File: config.mk
export PLATFORM = sky130hd
export DESIGN_NAME = alu_reg_mdu_iq_wrapper
export DESIGN_NICKNAME = d
export VERILOG_FILES = /design/src/verilog/core_iq_pkg.sv /design/src/verilog/alu_reg_mdu_iq_wrapper.sv /design/src/verilog/alu_reg_mdu_iq.sv /design/src/verilog/iq_issue_select.sv /design/src/verilog/iq_entry_array.sv
export SDC_FILE = /design/constraint.sdc
export NUM_CORES = 1
export LEC_CHECK = 0
export CAP_MARGIN = 5
export CORE_MARGIN = 2
export CORE_UTILIZATION = 35
export DETAILED_ROUTE_END_ITERATION = 10
export DONT_BUFFER_PORTS = 1
export GPL_ROUTABILITY_DRIVEN = 0
export PLACE_DENSITY = 0.49
export SETUP_SLACK_MARGIN = 0.5
export SLEW_MARGIN = 20
export SYNTH_ARGS = -nofsm -noshare
export SYNTH_HDL_FRONTEND = slang
export SYNTH_SLANG_ARGS = --single-unit
File: constraint.sdc
create_clock -name CLK -period 7.1 [get_ports CLK]
set_input_delay 0.71 -clock CLK [delete_from_list [all_inputs] [get_ports CLK]]
set_output_delay 0.71 -clock CLK [all_outputs]
set_load 0.1 [all_outputs]
File: src/verilog/core_iq_pkg.sv
package core_iq_pkg;

	// ------------------------------------------------------------
	// sizing
	// ------------------------------------------------------------

	parameter int LOG_PR_COUNT = 6;
	parameter int LOG_ROB_ENTRIES = 5;
	parameter int PRF_BANK_COUNT = 4;
	parameter int LOG_PRF_BANK_COUNT = 2;

	// default depth, overridden by the top level
	parameter int IQ_ENTRIES = 4;

	// ------------------------------------------------------------
	// dispatch, storage and issue records
	// ------------------------------------------------------------

	typedef struct packed {
		logic is_alu_reg;
		logic is_mdu;
		logic [3:0] op;
		logic [LOG_PR_COUNT-1:0] A_PR;
		logic A_ready;
		logic A_is_zero;
		logic [LOG_PR_COUNT-1:0] B_PR;
		logic B_ready;
		logic B_is_zero;
		logic [LOG_PR_COUNT-1:0] dest_PR;
		logic [LOG_ROB_ENTRIES-1:0] ROB_index;
	} iq_enq_t;

	// one queue slot
	typedef struct packed {
		logic valid;
		iq_enq_t enq;
	} iq_entry_t;

	typedef struct packed {
		logic [3:0] op;
		logic A_forward;
		logic A_is_zero;
		logic [LOG_PR_COUNT-1:0] A_PR;
		logic B_forward;
		logic B_is_zero;
		logic [LOG_PR_COUNT-1:0] B_PR;
		logic [LOG_PR_COUNT-1:0] dest_PR;
		logic [LOG_ROB_ENTRIES-1:0] ROB_index;
	} iq_issue_t;

	// register file read request, one port per source
	typedef struct packed {
		logic A_valid;
		logic [LOG_PR_COUNT-1:0] A_PR;
		logic B_valid;
		logic [LOG_PR_COUNT-1:0] B_PR;
	} prf_req_t;

endpackage
File: src/verilog/alu_reg_mdu_iq_wrapper.sv
`timescale 1ns/1ps

module alu_reg_mdu_iq_wrapper #(
	parameter int IQ_ENTRIES = core_iq_pkg::IQ_ENTRIES
) (
	input logic CLK,
	input logic nRST,

	// dispatch
	input logic next_iq_enq_valid,
	input core_iq_pkg::iq_enq_t next_iq_enq,
	output logic last_iq_enq_ready,

	// writeback bus, one lane per bank
	input logic [core_iq_pkg::PRF_BANK_COUNT-1:0] next_WB_bus_valid_by_bank,
	input logic [core_iq_pkg::PRF_BANK_COUNT-1:0]
		[core_iq_pkg::LOG_PR_COUNT-core_iq_pkg::LOG_PRF_BANK_COUNT-1:0]
		next_WB_bus_upper_PR_by_bank,

	// pipeline feedback
	input logic next_alu_reg_issue_ready,
	input logic next_mdu_issue_ready,

	// issue side
	output logic last_alu_reg_issue_valid,
	output logic last_mdu_issue_valid,
	output core_iq_pkg::iq_issue_t last_issue,
	output core_iq_pkg::prf_req_t last_PRF_req
);

	// ------------------------------------------------------------
	// core side signals
	// ------------------------------------------------------------

	logic iq_enq_valid;
	core_iq_pkg::iq_enq_t iq_enq;
	logic iq_enq_ready;

	logic [core_iq_pkg::PRF_BANK_COUNT-1:0] WB_bus_valid_by_bank;
	logic [core_iq_pkg::PRF_BANK_COUNT-1:0]
		[core_iq_pkg::LOG_PR_COUNT-core_iq_pkg::LOG_PRF_BANK_COUNT-1:0] WB_bus_upper_PR_by_bank;

	logic alu_reg_issue_ready;
	logic mdu_issue_ready;

	logic alu_reg_issue_valid;
	logic mdu_issue_valid;
	core_iq_pkg::iq_issue_t issue;
	core_iq_pkg::prf_req_t PRF_req;

	alu_reg_mdu_iq #(
		.IQ_ENTRIES(IQ_ENTRIES)
	) core_i (.*);

	// ------------------------------------------------------------
	// boundary registers
	// ------------------------------------------------------------

	always_ff @(posedge CLK, negedge nRST) begin
		if (~nRST) begin
			iq_enq_valid <= 1'b0;
			iq_enq <= '0;
			WB_bus_valid_by_bank <= '0;
			WB_bus_upper_PR_by_bank <= '0;
			alu_reg_issue_ready <= 1'b0;
			mdu_issue_ready <= 1'b0;

			last_iq_enq_ready <= 1'b0;
			last_alu_reg_issue_valid <= 1'b0;
			last_mdu_issue_valid <= 1'b0;
			last_issue <= '0;
			last_PRF_req <= '0;
		end else begin
			// inputs toward the core
			iq_enq_valid <= next_iq_enq_valid;
			iq_enq <= next_iq_enq;
			WB_bus_valid_by_bank <= next_WB_bus_valid_by_bank;
			WB_bus_upper_PR_by_bank <= next_WB_bus_upper_PR_by_bank;
			alu_reg_issue_ready <= next_alu_reg_issue_ready;
			mdu_issue_ready <= next_mdu_issue_ready;

			// core outputs
			last_iq_enq_ready <= iq_enq_ready;
			last_alu_reg_issue_valid <= alu_reg_issue_valid;
			last_mdu_issue_valid <= mdu_issue_valid;
			last_issue <= issue;
			last_PRF_req <= PRF_req;
		end
	end

endmodule

File: src/verilog/alu_reg_mdu_iq.sv
`timescale 1ns/1ps

module alu_reg_mdu_iq #(
	parameter int IQ_ENTRIES = core_iq_pkg::IQ_ENTRIES
) (
	input logic CLK,
	input logic nRST,

	input logic iq_enq_valid,
	input core_iq_pkg::iq_enq_t iq_enq,
	output logic iq_enq_ready,

	input logic [core_iq_pkg::PRF_BANK_COUNT-1:0] WB_bus_valid_by_bank,
	input logic [core_iq_pkg::PRF_BANK_COUNT-1:0]
		[core_iq_pkg::LOG_PR_COUNT-core_iq_pkg::LOG_PRF_BANK_COUNT-1:0] WB_bus_upper_PR_by_bank,

	input logic alu_reg_issue_ready,
	input logic mdu_issue_ready,

	output logic alu_reg_issue_valid,
	output logic mdu_issue_valid,
	output core_iq_pkg::iq_issue_t issue,
	output core_iq_pkg::prf_req_t PRF_req
);

	localparam int CNT_W = $clog2(IQ_ENTRIES + 1);
	localparam int IDX_W = $clog2(IQ_ENTRIES);

	core_iq_pkg::iq_entry_t [IQ_ENTRIES-1:0] entries;
	logic [IQ_ENTRIES-1:0] wake_A;
	logic [IQ_ENTRIES-1:0] wake_B;
	logic issue_valid;
	logic [IDX_W-1:0] issue_index;

	logic [CNT_W-1:0] free_count;
	logic [CNT_W-1:0] free_after;
	logic enq_accept;

	// ------------------------------------------------------------
	// occupancy and enqueue flow control
	// ------------------------------------------------------------

	always_comb begin
		free_count = '0;
		for (int i = 0; i < IQ_ENTRIES; i++) begin
			if (~entries[i].valid) begin
				free_count = free_count + CNT_W'(1);
			end
		end
	end

	assign enq_accept = iq_enq_valid & (free_count != '0);
	assign free_after = free_count - CNT_W'(enq_accept);

	// two slots beyond the op entering now cover the ops still in
	// the wrapper registers and the one decided on a stale ready
	assign iq_enq_ready = free_after > CNT_W'(1);

	iq_entry_array #(
		.IQ_ENTRIES(IQ_ENTRIES)
	) entry_array_i (
		.CLK(CLK),
		.nRST(nRST),
		.enq_valid(enq_accept),
		.enq(iq_enq),
		.WB_bus_valid_by_bank(WB_bus_valid_by_bank),
		.WB_bus_upper_PR_by_bank(WB_bus_upper_PR_by_bank),
		.issue_valid(issue_valid),
		.issue_index(issue_index),
		.entries(entries),
		.wake_A(wake_A),
		.wake_B(wake_B)
	);

	iq_issue_select #(
		.IQ_ENTRIES(IQ_ENTRIES)
	) issue_select_i (
		.entries(entries),
		.wake_A(wake_A),
		.wake_B(wake_B),
		.alu_reg_ready(alu_reg_issue_ready),
		.mdu_ready(mdu_issue_ready),
		.issue_valid(issue_valid),
		.issue_index(issue_index),
		.alu_reg_issue_valid(alu_reg_issue_valid),
		.mdu_issue_valid(mdu_issue_valid),
		.issue(issue),
		.PRF_req(PRF_req)
	);

endmodule

File: src/verilog/iq_issue_select.sv
`timescale 1ns/1ps

module iq_issue_select #(
	parameter int IQ_ENTRIES = core_iq_pkg::IQ_ENTRIES
) (
	input core_iq_pkg::iq_entry_t [IQ_ENTRIES-1:0] entries,
	input logic [IQ_ENTRIES-1:0] wake_A,
	input logic [IQ_ENTRIES-1:0] wake_B,

	input logic alu_reg_ready,
	input logic mdu_ready,

	output logic issue_valid,
	output logic [$clog2(IQ_ENTRIES)-1:0] issue_index,

	output logic alu_reg_issue_valid,
	output logic mdu_issue_valid,
	output core_iq_pkg::iq_issue_t issue,
	output core_iq_pkg::prf_req_t PRF_req
);

	localparam int IDX_W = $clog2(IQ_ENTRIES);

	logic [IQ_ENTRIES-1:0] eligible;
	core_iq_pkg::iq_enq_t sel;
	logic sel_wake_A;
	logic sel_wake_B;

	// ------------------------------------------------------------
	// eligibility and oldest-first pick
	// ------------------------------------------------------------

	always_comb begin
		for (int i = 0; i < IQ_ENTRIES; i++) begin
			eligible[i] = entries[i].valid
				& (entries[i].enq.A_ready | wake_A[i] | entries[i].enq.A_is_zero)
				& (entries[i].enq.B_ready | wake_B[i] | entries[i].enq.B_is_zero)
				& ((entries[i].enq.is_alu_reg & alu_reg_ready)
					| (entries[i].enq.is_mdu & mdu_ready));
		end
	end

	// scan from the top so the lowest eligible index wins
	always_comb begin
		issue_valid = 1'b0;
		issue_index = '0;
		for (int i = IQ_ENTRIES - 1; i >= 0; i--) begin
			if (eligible[i]) begin
				issue_valid = 1'b1;
				issue_index = IDX_W'(i);
			end
		end
	end

	assign sel = entries[issue_index].enq;
	assign sel_wake_A = wake_A[issue_index];
	assign sel_wake_B = wake_B[issue_index];

	// ------------------------------------------------------------
	// issue fields and PRF reads
	// ------------------------------------------------------------

	always_comb begin
		alu_reg_issue_valid = 1'b0;
		mdu_issue_valid = 1'b0;
		issue = '0;
		PRF_req = '0;

		if (issue_valid) begin
			alu_reg_issue_valid = sel.is_alu_reg & alu_reg_ready;
			mdu_issue_valid = sel.is_mdu & mdu_ready;

			issue.op = sel.op;
			issue.A_forward = sel_wake_A & ~sel.A_is_zero;
			issue.A_is_zero = sel.A_is_zero;
			issue.A_PR = sel.A_PR;
			issue.B_forward = sel_wake_B & ~sel.B_is_zero;
			issue.B_is_zero = sel.B_is_zero;
			issue.B_PR = sel.B_PR;
			issue.dest_PR = sel.dest_PR;
			issue.ROB_index = sel.ROB_index;

			// value already written back, read it from the PRF
			PRF_req.A_valid = sel.A_ready & ~sel.A_is_zero;
			PRF_req.A_PR = sel.A_PR;
			PRF_req.B_valid = sel.B_ready & ~sel.B_is_zero;
			PRF_req.B_PR = sel.B_PR;
		end
	end

endmodule

File: src/verilog/iq_entry_array.sv
`timescale 1ns/1ps

module iq_entry_array #(
	parameter int IQ_ENTRIES = core_iq_pkg::IQ_ENTRIES
) (
	input logic CLK,
	input logic nRST,

	input logic enq_valid,
	input core_iq_pkg::iq_enq_t enq,

	input logic [core_iq_pkg::PRF_BANK_COUNT-1:0] WB_bus_valid_by_bank,
	input logic [core_iq_pkg::PRF_BANK_COUNT-1:0]
		[core_iq_pkg::LOG_PR_COUNT-core_iq_pkg::LOG_PRF_BANK_COUNT-1:0] WB_bus_upper_PR_by_bank,

	input logic issue_valid,
	input logic [$clog2(IQ_ENTRIES)-1:0] issue_index,

	output core_iq_pkg::iq_entry_t [IQ_ENTRIES-1:0] entries,
	output logic [IQ_ENTRIES-1:0] wake_A,
	output logic [IQ_ENTRIES-1:0] wake_B
);

	// slot 0 holds the oldest op
	logic [IQ_ENTRIES-1:0] valid_q;
	core_iq_pkg::iq_enq_t [IQ_ENTRIES-1:0] op_q;

	core_iq_pkg::iq_enq_t [IQ_ENTRIES-1:0] woke_op;
	core_iq_pkg::iq_enq_t enq_woke;
	logic [IQ_ENTRIES-1:0] valid_d;
	core_iq_pkg::iq_enq_t [IQ_ENTRIES-1:0] op_d;
	logic enq_placed;

	// bank from the low bits, tag match on the upper bits
	function automatic logic pr_on_bus(
		input logic [core_iq_pkg::LOG_PR_COUNT-1:0] pr,
		input logic [core_iq_pkg::PRF_BANK_COUNT-1:0] bus_valid,
		input logic [core_iq_pkg::PRF_BANK_COUNT-1:0]
			[core_iq_pkg::LOG_PR_COUNT-core_iq_pkg::LOG_PRF_BANK_COUNT-1:0] bus_upper
	);
		logic [core_iq_pkg::LOG_PRF_BANK_COUNT-1:0] bank;
		bank = pr[core_iq_pkg::LOG_PRF_BANK_COUNT-1:0];
		return bus_valid[bank] &&
			(bus_upper[bank] == pr[core_iq_pkg::LOG_PR_COUNT-1:core_iq_pkg::LOG_PRF_BANK_COUNT]);
	endfunction

	// ------------------------------------------------------------
	// wakeup
	// ------------------------------------------------------------

	always_comb begin
		for (int i = 0; i < IQ_ENTRIES; i++) begin
			entries[i].valid = valid_q[i];
			entries[i].enq = op_q[i];

			wake_A[i] = valid_q[i] & ~op_q[i].A_ready & ~op_q[i].A_is_zero
				& pr_on_bus(op_q[i].A_PR, WB_bus_valid_by_bank, WB_bus_upper_PR_by_bank);
			wake_B[i] = valid_q[i] & ~op_q[i].B_ready & ~op_q[i].B_is_zero
				& pr_on_bus(op_q[i].B_PR, WB_bus_valid_by_bank, WB_bus_upper_PR_by_bank);

			woke_op[i] = op_q[i];
			woke_op[i].A_ready = op_q[i].A_ready | wake_A[i];
			woke_op[i].B_ready = op_q[i].B_ready | wake_B[i];
		end
	end

	// an op entering now must not miss a broadcast of its sources
	always_comb begin
		enq_woke = enq;
		if (~enq.A_is_zero &&
			pr_on_bus(enq.A_PR, WB_bus_valid_by_bank, WB_bus_upper_PR_by_bank)) begin
			enq_woke.A_ready = 1'b1;
		end
		if (~enq.B_is_zero &&
			pr_on_bus(enq.B_PR, WB_bus_valid_by_bank, WB_bus_upper_PR_by_bank)) begin
			enq_woke.B_ready = 1'b1;
		end
	end

	// ------------------------------------------------------------
	// compaction and enqueue
	// ------------------------------------------------------------

	always_comb begin
		enq_placed = 1'b0;

		for (int i = 0; i < IQ_ENTRIES - 1; i++) begin
			if (issue_valid && i >= int'(issue_index)) begin
				valid_d[i] = valid_q[i+1];
				op_d[i] = woke_op[i+1];
			end else begin
				valid_d[i] = valid_q[i];
				op_d[i] = woke_op[i];
			end
		end
		// top slot always empties on an issue
		valid_d[IQ_ENTRIES-1] = valid_q[IQ_ENTRIES-1] & ~issue_valid;
		op_d[IQ_ENTRIES-1] = woke_op[IQ_ENTRIES-1];

		// new op lands behind everything that survived the shift
		for (int i = 0; i < IQ_ENTRIES; i++) begin
			if (enq_valid && ~enq_placed && ~valid_d[i]) begin
				valid_d[i] = 1'b1;
				op_d[i] = enq_woke;
				enq_placed = 1'b1;
			end
		end
	end

	always_ff @(posedge CLK, negedge nRST) begin
		if (~nRST) begin
			valid_q <= '0;
		end else begin
			valid_q <= valid_d;
		end
	end

	always_ff @(posedge CLK) begin
		op_q <= op_d;
	end

endmodule

# After elaboration in Yosys (flattened, before gate mapping)
# Cells that the tools add are included.
# Widths: inputs -> output; s select.
[op_classes]
add_sub_neg = 4
mul = 0
n_div = 0
order_cmp = 15
eq_ne = 10
shifts = 0
muxes = 81
bitwise_logic = 100
n_reduce_logical = 26
[ops]
columns = ["op", "n"]
rows = [
  ["$mux 33", 7],
  ["$bmux 4 s2", 10],
  ["$bmux 34 s2", 1],
  ["$and 1x1->1", 52],
  ["$eq 4x4->1", 10],
  ["$mux 4", 10],
  ["$lt 2x3->1 const B", 11],
  ["$mux 1", 31],
  ["$mux 31", 1],
  ["$not 1->1", 28],
  ["$bmux 1 s2", 12],
  ["$logic_and 1x1->1", 22],
  ["$mux 21", 1],
  ["$or 1x1->1", 20],
  ["$mux 14", 1],
  ["$mux 3", 3],
  ["$mux 2", 4],
  ["$add 3x1->3 const B", 2],
  ["$reduce_bool 2->1", 3],
  ["$ge 1x2->1 const A", 2],
  ["$gt 3x1->1 const B", 1],
  ["$reduce_bool 3->1", 1],
  ["$sub 3x1->3", 1],
  ["$add 1x1->2 const B", 1],
  ["$ge 2x2->1 const A", 1],
]
[word_totals]
register_bits = 240
latchBits = 0
ramBits = 0
romBits = 0
mem_count = 0

# Depth between registers and ports, before layout
[depth]
word_depth = 32
ltp_mapped = 14
ltp_nobuf = 12

# Hierarchy
# From an unflattened synthesis, not the netlist that was laid out.
[unflattened]
cells_unflattened = 1056
area_unflattened_um2 = 11760.0
[by_module_without_submodules]
columns = ["module", "n_inst", "cells_each", "area_each_um2", "seq_area_each_um2"]
rows = [
  ["iq_entry_array", 1, 715, 7663.6, 3983.8],
  ["alu_reg_mdu_iq_wrapper", 1, 104, 2602.5, 2602.5],
  ["iq_issue_select", 1, 210, 1270.0, 0.0],
  ["alu_reg_mdu_iq", 1, 27, 224.0, 0.0],
]

# Least setup slack after synthesis
# No wires, ideal clock.
[synth_timing]
kind = "reg2reg"
start = "register WB_bus_upper_PR_by_bank[12] (netlist bit)"
end = "register core_i.entry_array_i.op_q (netlist bit core_i.entry_array_i.entries[100]) (enable)"
setup_ps = 552
t_arrival_ps = 3417
t_required_ps = 6548
setup_slack_ps = 3131
path_stages_with_launch = 14
cell_sequence = "dfrtp_1 -> buf_2 -> xnor2_1 -> nand2_1 -> mux4_2 -> o31ai_2 -> o311a_1 -> buf_2 -> nor3_2 -> o21ai_2 -> or3_1 -> buf_6 -> buf_6 -> nand3_1"
[synth_via]
elab_chain_len = 28
word_cells_on_any_way = 98
cone_classes = "order compare: 3; eq/ne: 8; mux: 29; bitwise: 41; reduce/logical: 17"
[synth_lines]
columns = ["element", "line", "text"]
rows = [
  ["from (decl)", "alu_reg_mdu_iq_wrapper.sv:41", "[core_iq_pkg::LOG_PR_COUNT-core_iq_pkg::LOG_PRF_BANK_COUNT-1:0] WB_bus_upper_PR_by_bank;"],
  ["from (signal assigned)", "alu_reg_mdu_iq_wrapper.sv:78", "WB_bus_upper_PR_by_bank <= next_WB_bus_upper_PR_by_bank;"],
  ["$bmux 4 s2", "iq_entry_array.sv:44", "(bus_upper[bank] == pr[core_iq_pkg::LOG_PR_COUNT-1:core_iq_pkg::LOG_PRF_BANK_COUNT]);"],
  ["$mux 4 (not written as such)", "iq_entry_array.sv:44", ""],
  ["$eq 4x4->1", "iq_entry_array.sv:44", ""],
  ["$logic_and 1x1->1", "iq_entry_array.sv:43", "return bus_valid[bank] &&"],
  ["$and 1x1->1", "iq_entry_array.sv:57", "& pr_on_bus(op_q[i].A_PR, WB_bus_valid_by_bank, WB_bus_upper_PR_by_bank);"],
  ["$or 1x1->1 (2 in series)", "iq_issue_select.sv:36", "& (entries[i].enq.A_ready | wake_A[i] | entries[i].enq.A_is_zero)"],
  ["$and 1x1->1", "iq_issue_select.sv:36", ""],
  ["$and 1x1->1", "iq_issue_select.sv:37", "& (entries[i].enq.B_ready | wake_B[i] | entries[i].enq.B_is_zero)"],
  ["[... 9 more ...]", "--", ""],
  ["$logic_and 1x1->1", "iq_entry_array.sv:102", "if (enq_valid && ~enq_placed && ~valid_d[i]) begin"],
  ["$mux 1", "iq_entry_array.sv:102", ""],
  ["$not 1->1", "iq_entry_array.sv:102", ""],
  ["$logic_and 1x1->1 (2 in series)", "iq_entry_array.sv:102", ""],
  ["$mux 1", "iq_entry_array.sv:102", ""],
  ["$not 1->1", "iq_entry_array.sv:102", ""],
  ["$logic_and 1x1->1 (2 in series)", "iq_entry_array.sv:102", ""],
  ["$reduce_bool 2->1 (no source line) (*)", "--", ""],
  ["to (signal assigned)", "iq_entry_array.sv:119", "op_q <= op_d;"],
  ["to (decl)", "iq_entry_array.sv:26", "core_iq_pkg::iq_enq_t [IQ_ENTRIES-1:0] op_q;"],
]
# Every way passes the cells marked *; elsewhere a longest branch is shown, timed or not. The select of a mux whose other input is x is not followed.
# A chain may end at the register's enable or synchronous reset.

# Final worst setup path
[layout_timing]
start = "register core_i.entry_array_i.op_q (netlist bit core_i.entry_array_i.entries[55])"
end = "register core_i.entry_array_i.op_q (netlist bit core_i.entry_array_i.entries[91]) (enable)"
[layout_via]
elab_chain_len = 26
word_cells_on_any_way = 38
cone_classes = "order compare: 3; eq/ne: 1; mux: 13; bitwise: 11; reduce/logical: 10"
[layout_lines]
columns = ["element", "line"]
rows = [
  ["$bmux 4 s2", "iq_entry_array.sv:44"],
  ["$mux 4 (not written as such)", "iq_entry_array.sv:44"],
  ["$eq 4x4->1", "iq_entry_array.sv:44"],
  ["$logic_and 1x1->1 (*)", "iq_entry_array.sv:43"],
  ["$and 1x1->1 (*)", "iq_entry_array.sv:57"],
  ["$or 1x1->1 (*) (2 in series)", "iq_issue_select.sv:36"],
  ["$and 1x1->1 (*)", "iq_issue_select.sv:36"],
  ["$and 1x1->1 (*)", "iq_issue_select.sv:37"],
  ["[... 7 more ...]", "--"],
  ["$logic_and 1x1->1", "iq_entry_array.sv:102"],
  ["$mux 1", "iq_entry_array.sv:102"],
  ["$not 1->1", "iq_entry_array.sv:102"],
  ["$logic_and 1x1->1 (2 in series)", "iq_entry_array.sv:102"],
  ["$mux 1", "iq_entry_array.sv:102"],
  ["$not 1->1", "iq_entry_array.sv:102"],
  ["$logic_and 1x1->1 (2 in series)", "iq_entry_array.sv:102"],
  ["$reduce_bool 2->1 (no source line) (*)", "--"],
]
# Marks and branches as above.

==> results.sh <==
export IMPL_start_util_pct=35.6
export IMPL_critPathMaxFanout=34
export IMPL_fin_ws_ns=1.82
export IMPL_fp_coreArea_mm2=0.0325
export IMPL_stdcell_count=1373
export IMPL_clock_latency_ns=0.56
export IMPL_dp_cells=1322
export IMPL_crit_chain="mux2i_1 > xor2_1 > and3_1 > o211ai_1 > a221o_1 > nand3_2 > and2_1 > or3_2 > nand3_1 > buf_4"
export IMPL_setup_viol=0
export IMPL_synth_edf_count=124
export IMPL_antenna_found_initial=0
export IMPL_reg2reg_to="core_i.entry_array_i.entries[91]"
export IMPL_crit_family="simple AND/OR/NAND/NOR gates"
export IMPL_slowest_delay_ns=0.90
export IMPL_reg2reg_depth=10
export IMPL_cts_path_max_buffers=3
export IMPL_max_freq_mhz=189
export IMPL_startpoint="core_i.entry_array_i.entries[55]"
export IMPL_cts_tree="done"
export IMPL_rrSetupSlack_ns=1.82
export IMPL_cts_made_buffers=27
export IMPL_avgViaCountPerCell=5.48
export IMPL_crit_type="flip-flop to flip-flop"
export IMPL_post_place_ws_ns=1.76
export IMPL_r2r_start="core_i.entry_array_i.entries[55]"
export IMPL_grt_util_met1_pct=27.2
export IMPL_synthFlopType="edfxtp_1"
export IMPL_routed_wl_mm=32.3
export IMPL_ys_async_sr_fraction_pct=42.1
export IMPL_critPathBufInv=1
export IMPL_layout_commonest_cell="edfxtp_1"
export IMPL_grt_overflow_total=0
export IMPL_drc=0
export IMPL_die_h_um=186
export IMPL_timing_slew_headroom_pct=28.1
export IMPL_clk_pin_slew_ns=0.06
export IMPL_nNetsFinal=973
export IMPL_finalHoldViolations=0
export IMPL_met3_usage_pct=3.19
export IMPL_worstPathRequired_ns=7.32
export IMPL_grt_busiest_layer="met2"
export IMPL_antenna_left=0
export IMPL_ys_ff_latch=228
export IMPL_antenna_cells=0
export IMPL_fin_crit_sh_pct=74.4
export IMPL_dpl_hpwl_mm=20.9
export IMPL_rows=66
export IMPL_fin_skew_ns=0.0100
export IMPL_hold_class="input pin to asynchronous set/reset pin"
export IMPL_clock_sinks=228
export IMPL_grt_usage_pct=19.1
export IMPL_htreeDepth=1
export IMPL_finalMaxSlewViolations=0
export IMPL_ctsRootBufferMaster="clkbuf_16"
export IMPL_io_pins=106
export IMPL_crit_arrival_ns=5.51
export IMPL_met2_usage_pct=30.3
export IMPL_synth_cells=954
export IMPL_rsz0062_at_grt="no"
export IMPL_avgSynthCellArea_um2=12.1
export IMPL_cp_slowest_cell="or3_2"
export IMPL_status="finished clean"
export IMPL_final_cell_mix="edfxtp_1, nand2_1, dfrtp_1"
export IMPL_vias=7521
export IMPL_wl_per_cell_um=23.5
export IMPL_synth_area_mm2=0.0116
export IMPL_tightest_slew_ns=1.08
export IMPL_synth_distinct_cells=67
export IMPL_synth_fp_nets=1017
export IMPL_ys_warn_count=0
export IMPL_dr_pass1_iters=5
export IMPL_finalSetupTns_ns=0
export IMPL_dr_first_iter_drc_count=637
export IMPL_portBuffers=0
export IMPL_start_kind="flip-flop"
export IMPL_syn2layout_area_growth_pct=9.64
export IMPL_ys_seq_area_share_pct=54.3
export IMPL_die_w_um=186
export IMPL_grt_pass1_wl_mm=49.6
export IMPL_fin_util_pct=39.0
export IMPL_drv_cap=0
export IMPL_layout_drive_gt1_share_pct=18.4
export IMPL_dieArea_mm2=0.0345
export IMPL_grt_pass1_vias=7795
export IMPL_grt_max_degree=97
export IMPL_end_kind="flip-flop"
export IMPL_period_minus_slack_ns=5.28
[routing by layer]
layer / share of wire, % / up-vias
met5: 0 / -
met4: 2.1 / 0
met3: 6.1 / 50
met2: 47 / 259
met1: 45 / 3796
li1: - / 3416
[how the worst max path moves through the flow]
stage	depth (start not counted)	slack, ns	end
final	10	1.82	core_i.entry_array_i.entries[91]
after global routing	10	1.40	core_i.entry_array_i.entries[91]
after CTS	10	1.74	core_i.entry_array_i.entries[91]
after detailed placement	10	1.76	core_i.entry_array_i.entries[95]
after global placement	11	1.89	core_i.entry_array_i.entries[130]
after floorplan	13	3.13	core_i.entry_array_i.entries[100]
[final cells by class]
class                           count  area [um^2]
Fill cell                        3156        19900
Inverter                           46          173
Clock inverter                     12          108
Clock buffer                       38          788
Multi-Input combinational cell    592         4630
Tap cell                          442          553
Timing Repair Buffer               15          133
Sequential cell                   228         6300
[worst reg2reg max path, cell delays in order (launching register included)]
cell	delay, ns
edfxtp_1	0.67
mux2i_1	0.27
xor2_1	0.09
and3_1	0.19
o211ai_1	0.44
a221o_1	0.55
nand3_2	0.44
and2_1	0.32
or3_2	0.90
nand3_1	0.65
buf_4	0.43
[timing repair]
action,CTS,global route
setup buffers,0,0
endpoints found under the hold margin,96,0
gates resized for setup,0,0
hold buffers,1,0
[flip-flops by register name, summed over array words and instances, names as in the netlist, 4 cells and up]
signal / count
iq_enq: 33
WB_bus_upper_PR_by_bank: 16
core_i.entry_array_i.valid_q: 4
last_PRF_req: 14
last_issue: 19
WB_bus_valid_by_bank: 4
core_i.entry_array_i.entries: 132
[synthesized netlist by cell type, drive strengths merged, types with 6 or more instances]
library cell / count / area, um^2
edfxtp: 124 / 3720
o21ai: 105 / 642
dfrtp: 96 / 2400
nand2: 85 / 319
nor2: 56 / 210
mux2i: 49 / 490
buf: 46 / 338
inv: 46 / 173
clkbuf: 42 / 158
mux4: 41 / 923
xnor2: 39 / 342
o211ai: 34 / 255
a22oi: 29 / 218
a31o: 28 / 245
a21oi: 16 / 83.8
xor2: 14 / 123
nand3: 11 / 60.1
nor3: 10 / 55.1
dfxtp: 8 / 160
nand2b: 6 / 37.5
[cell families after synthesis]
logic type | after synthesis | synth area share [%]
buffers and inverters | 134 | 5.78
XOR/XNOR | 53 | 4.01
adder cells (fa/ha/maj) | 5 | 0.541
multiplexers | 95 | 12.7
flip-flops | 228 | 54.3
AO/OA/AOI/OAI | 247 | 15.3
AND/OR/NAND/NOR | 192 | 7.30
[metrics by stage]
step | instance area [um^2] | hold slack [ns]
global placement | 11800 | 0.418
floorplan | 11600 | 0.414
CTS | 12700 | 0.0896
global route | 12700 | 0.109
detailed placement | 11800 | 0.419
finish | 12700 | 0.0823
Power is not shown: default switching activity piles up to over one toggle a cycle in this logic, so the estimate is an artifact.
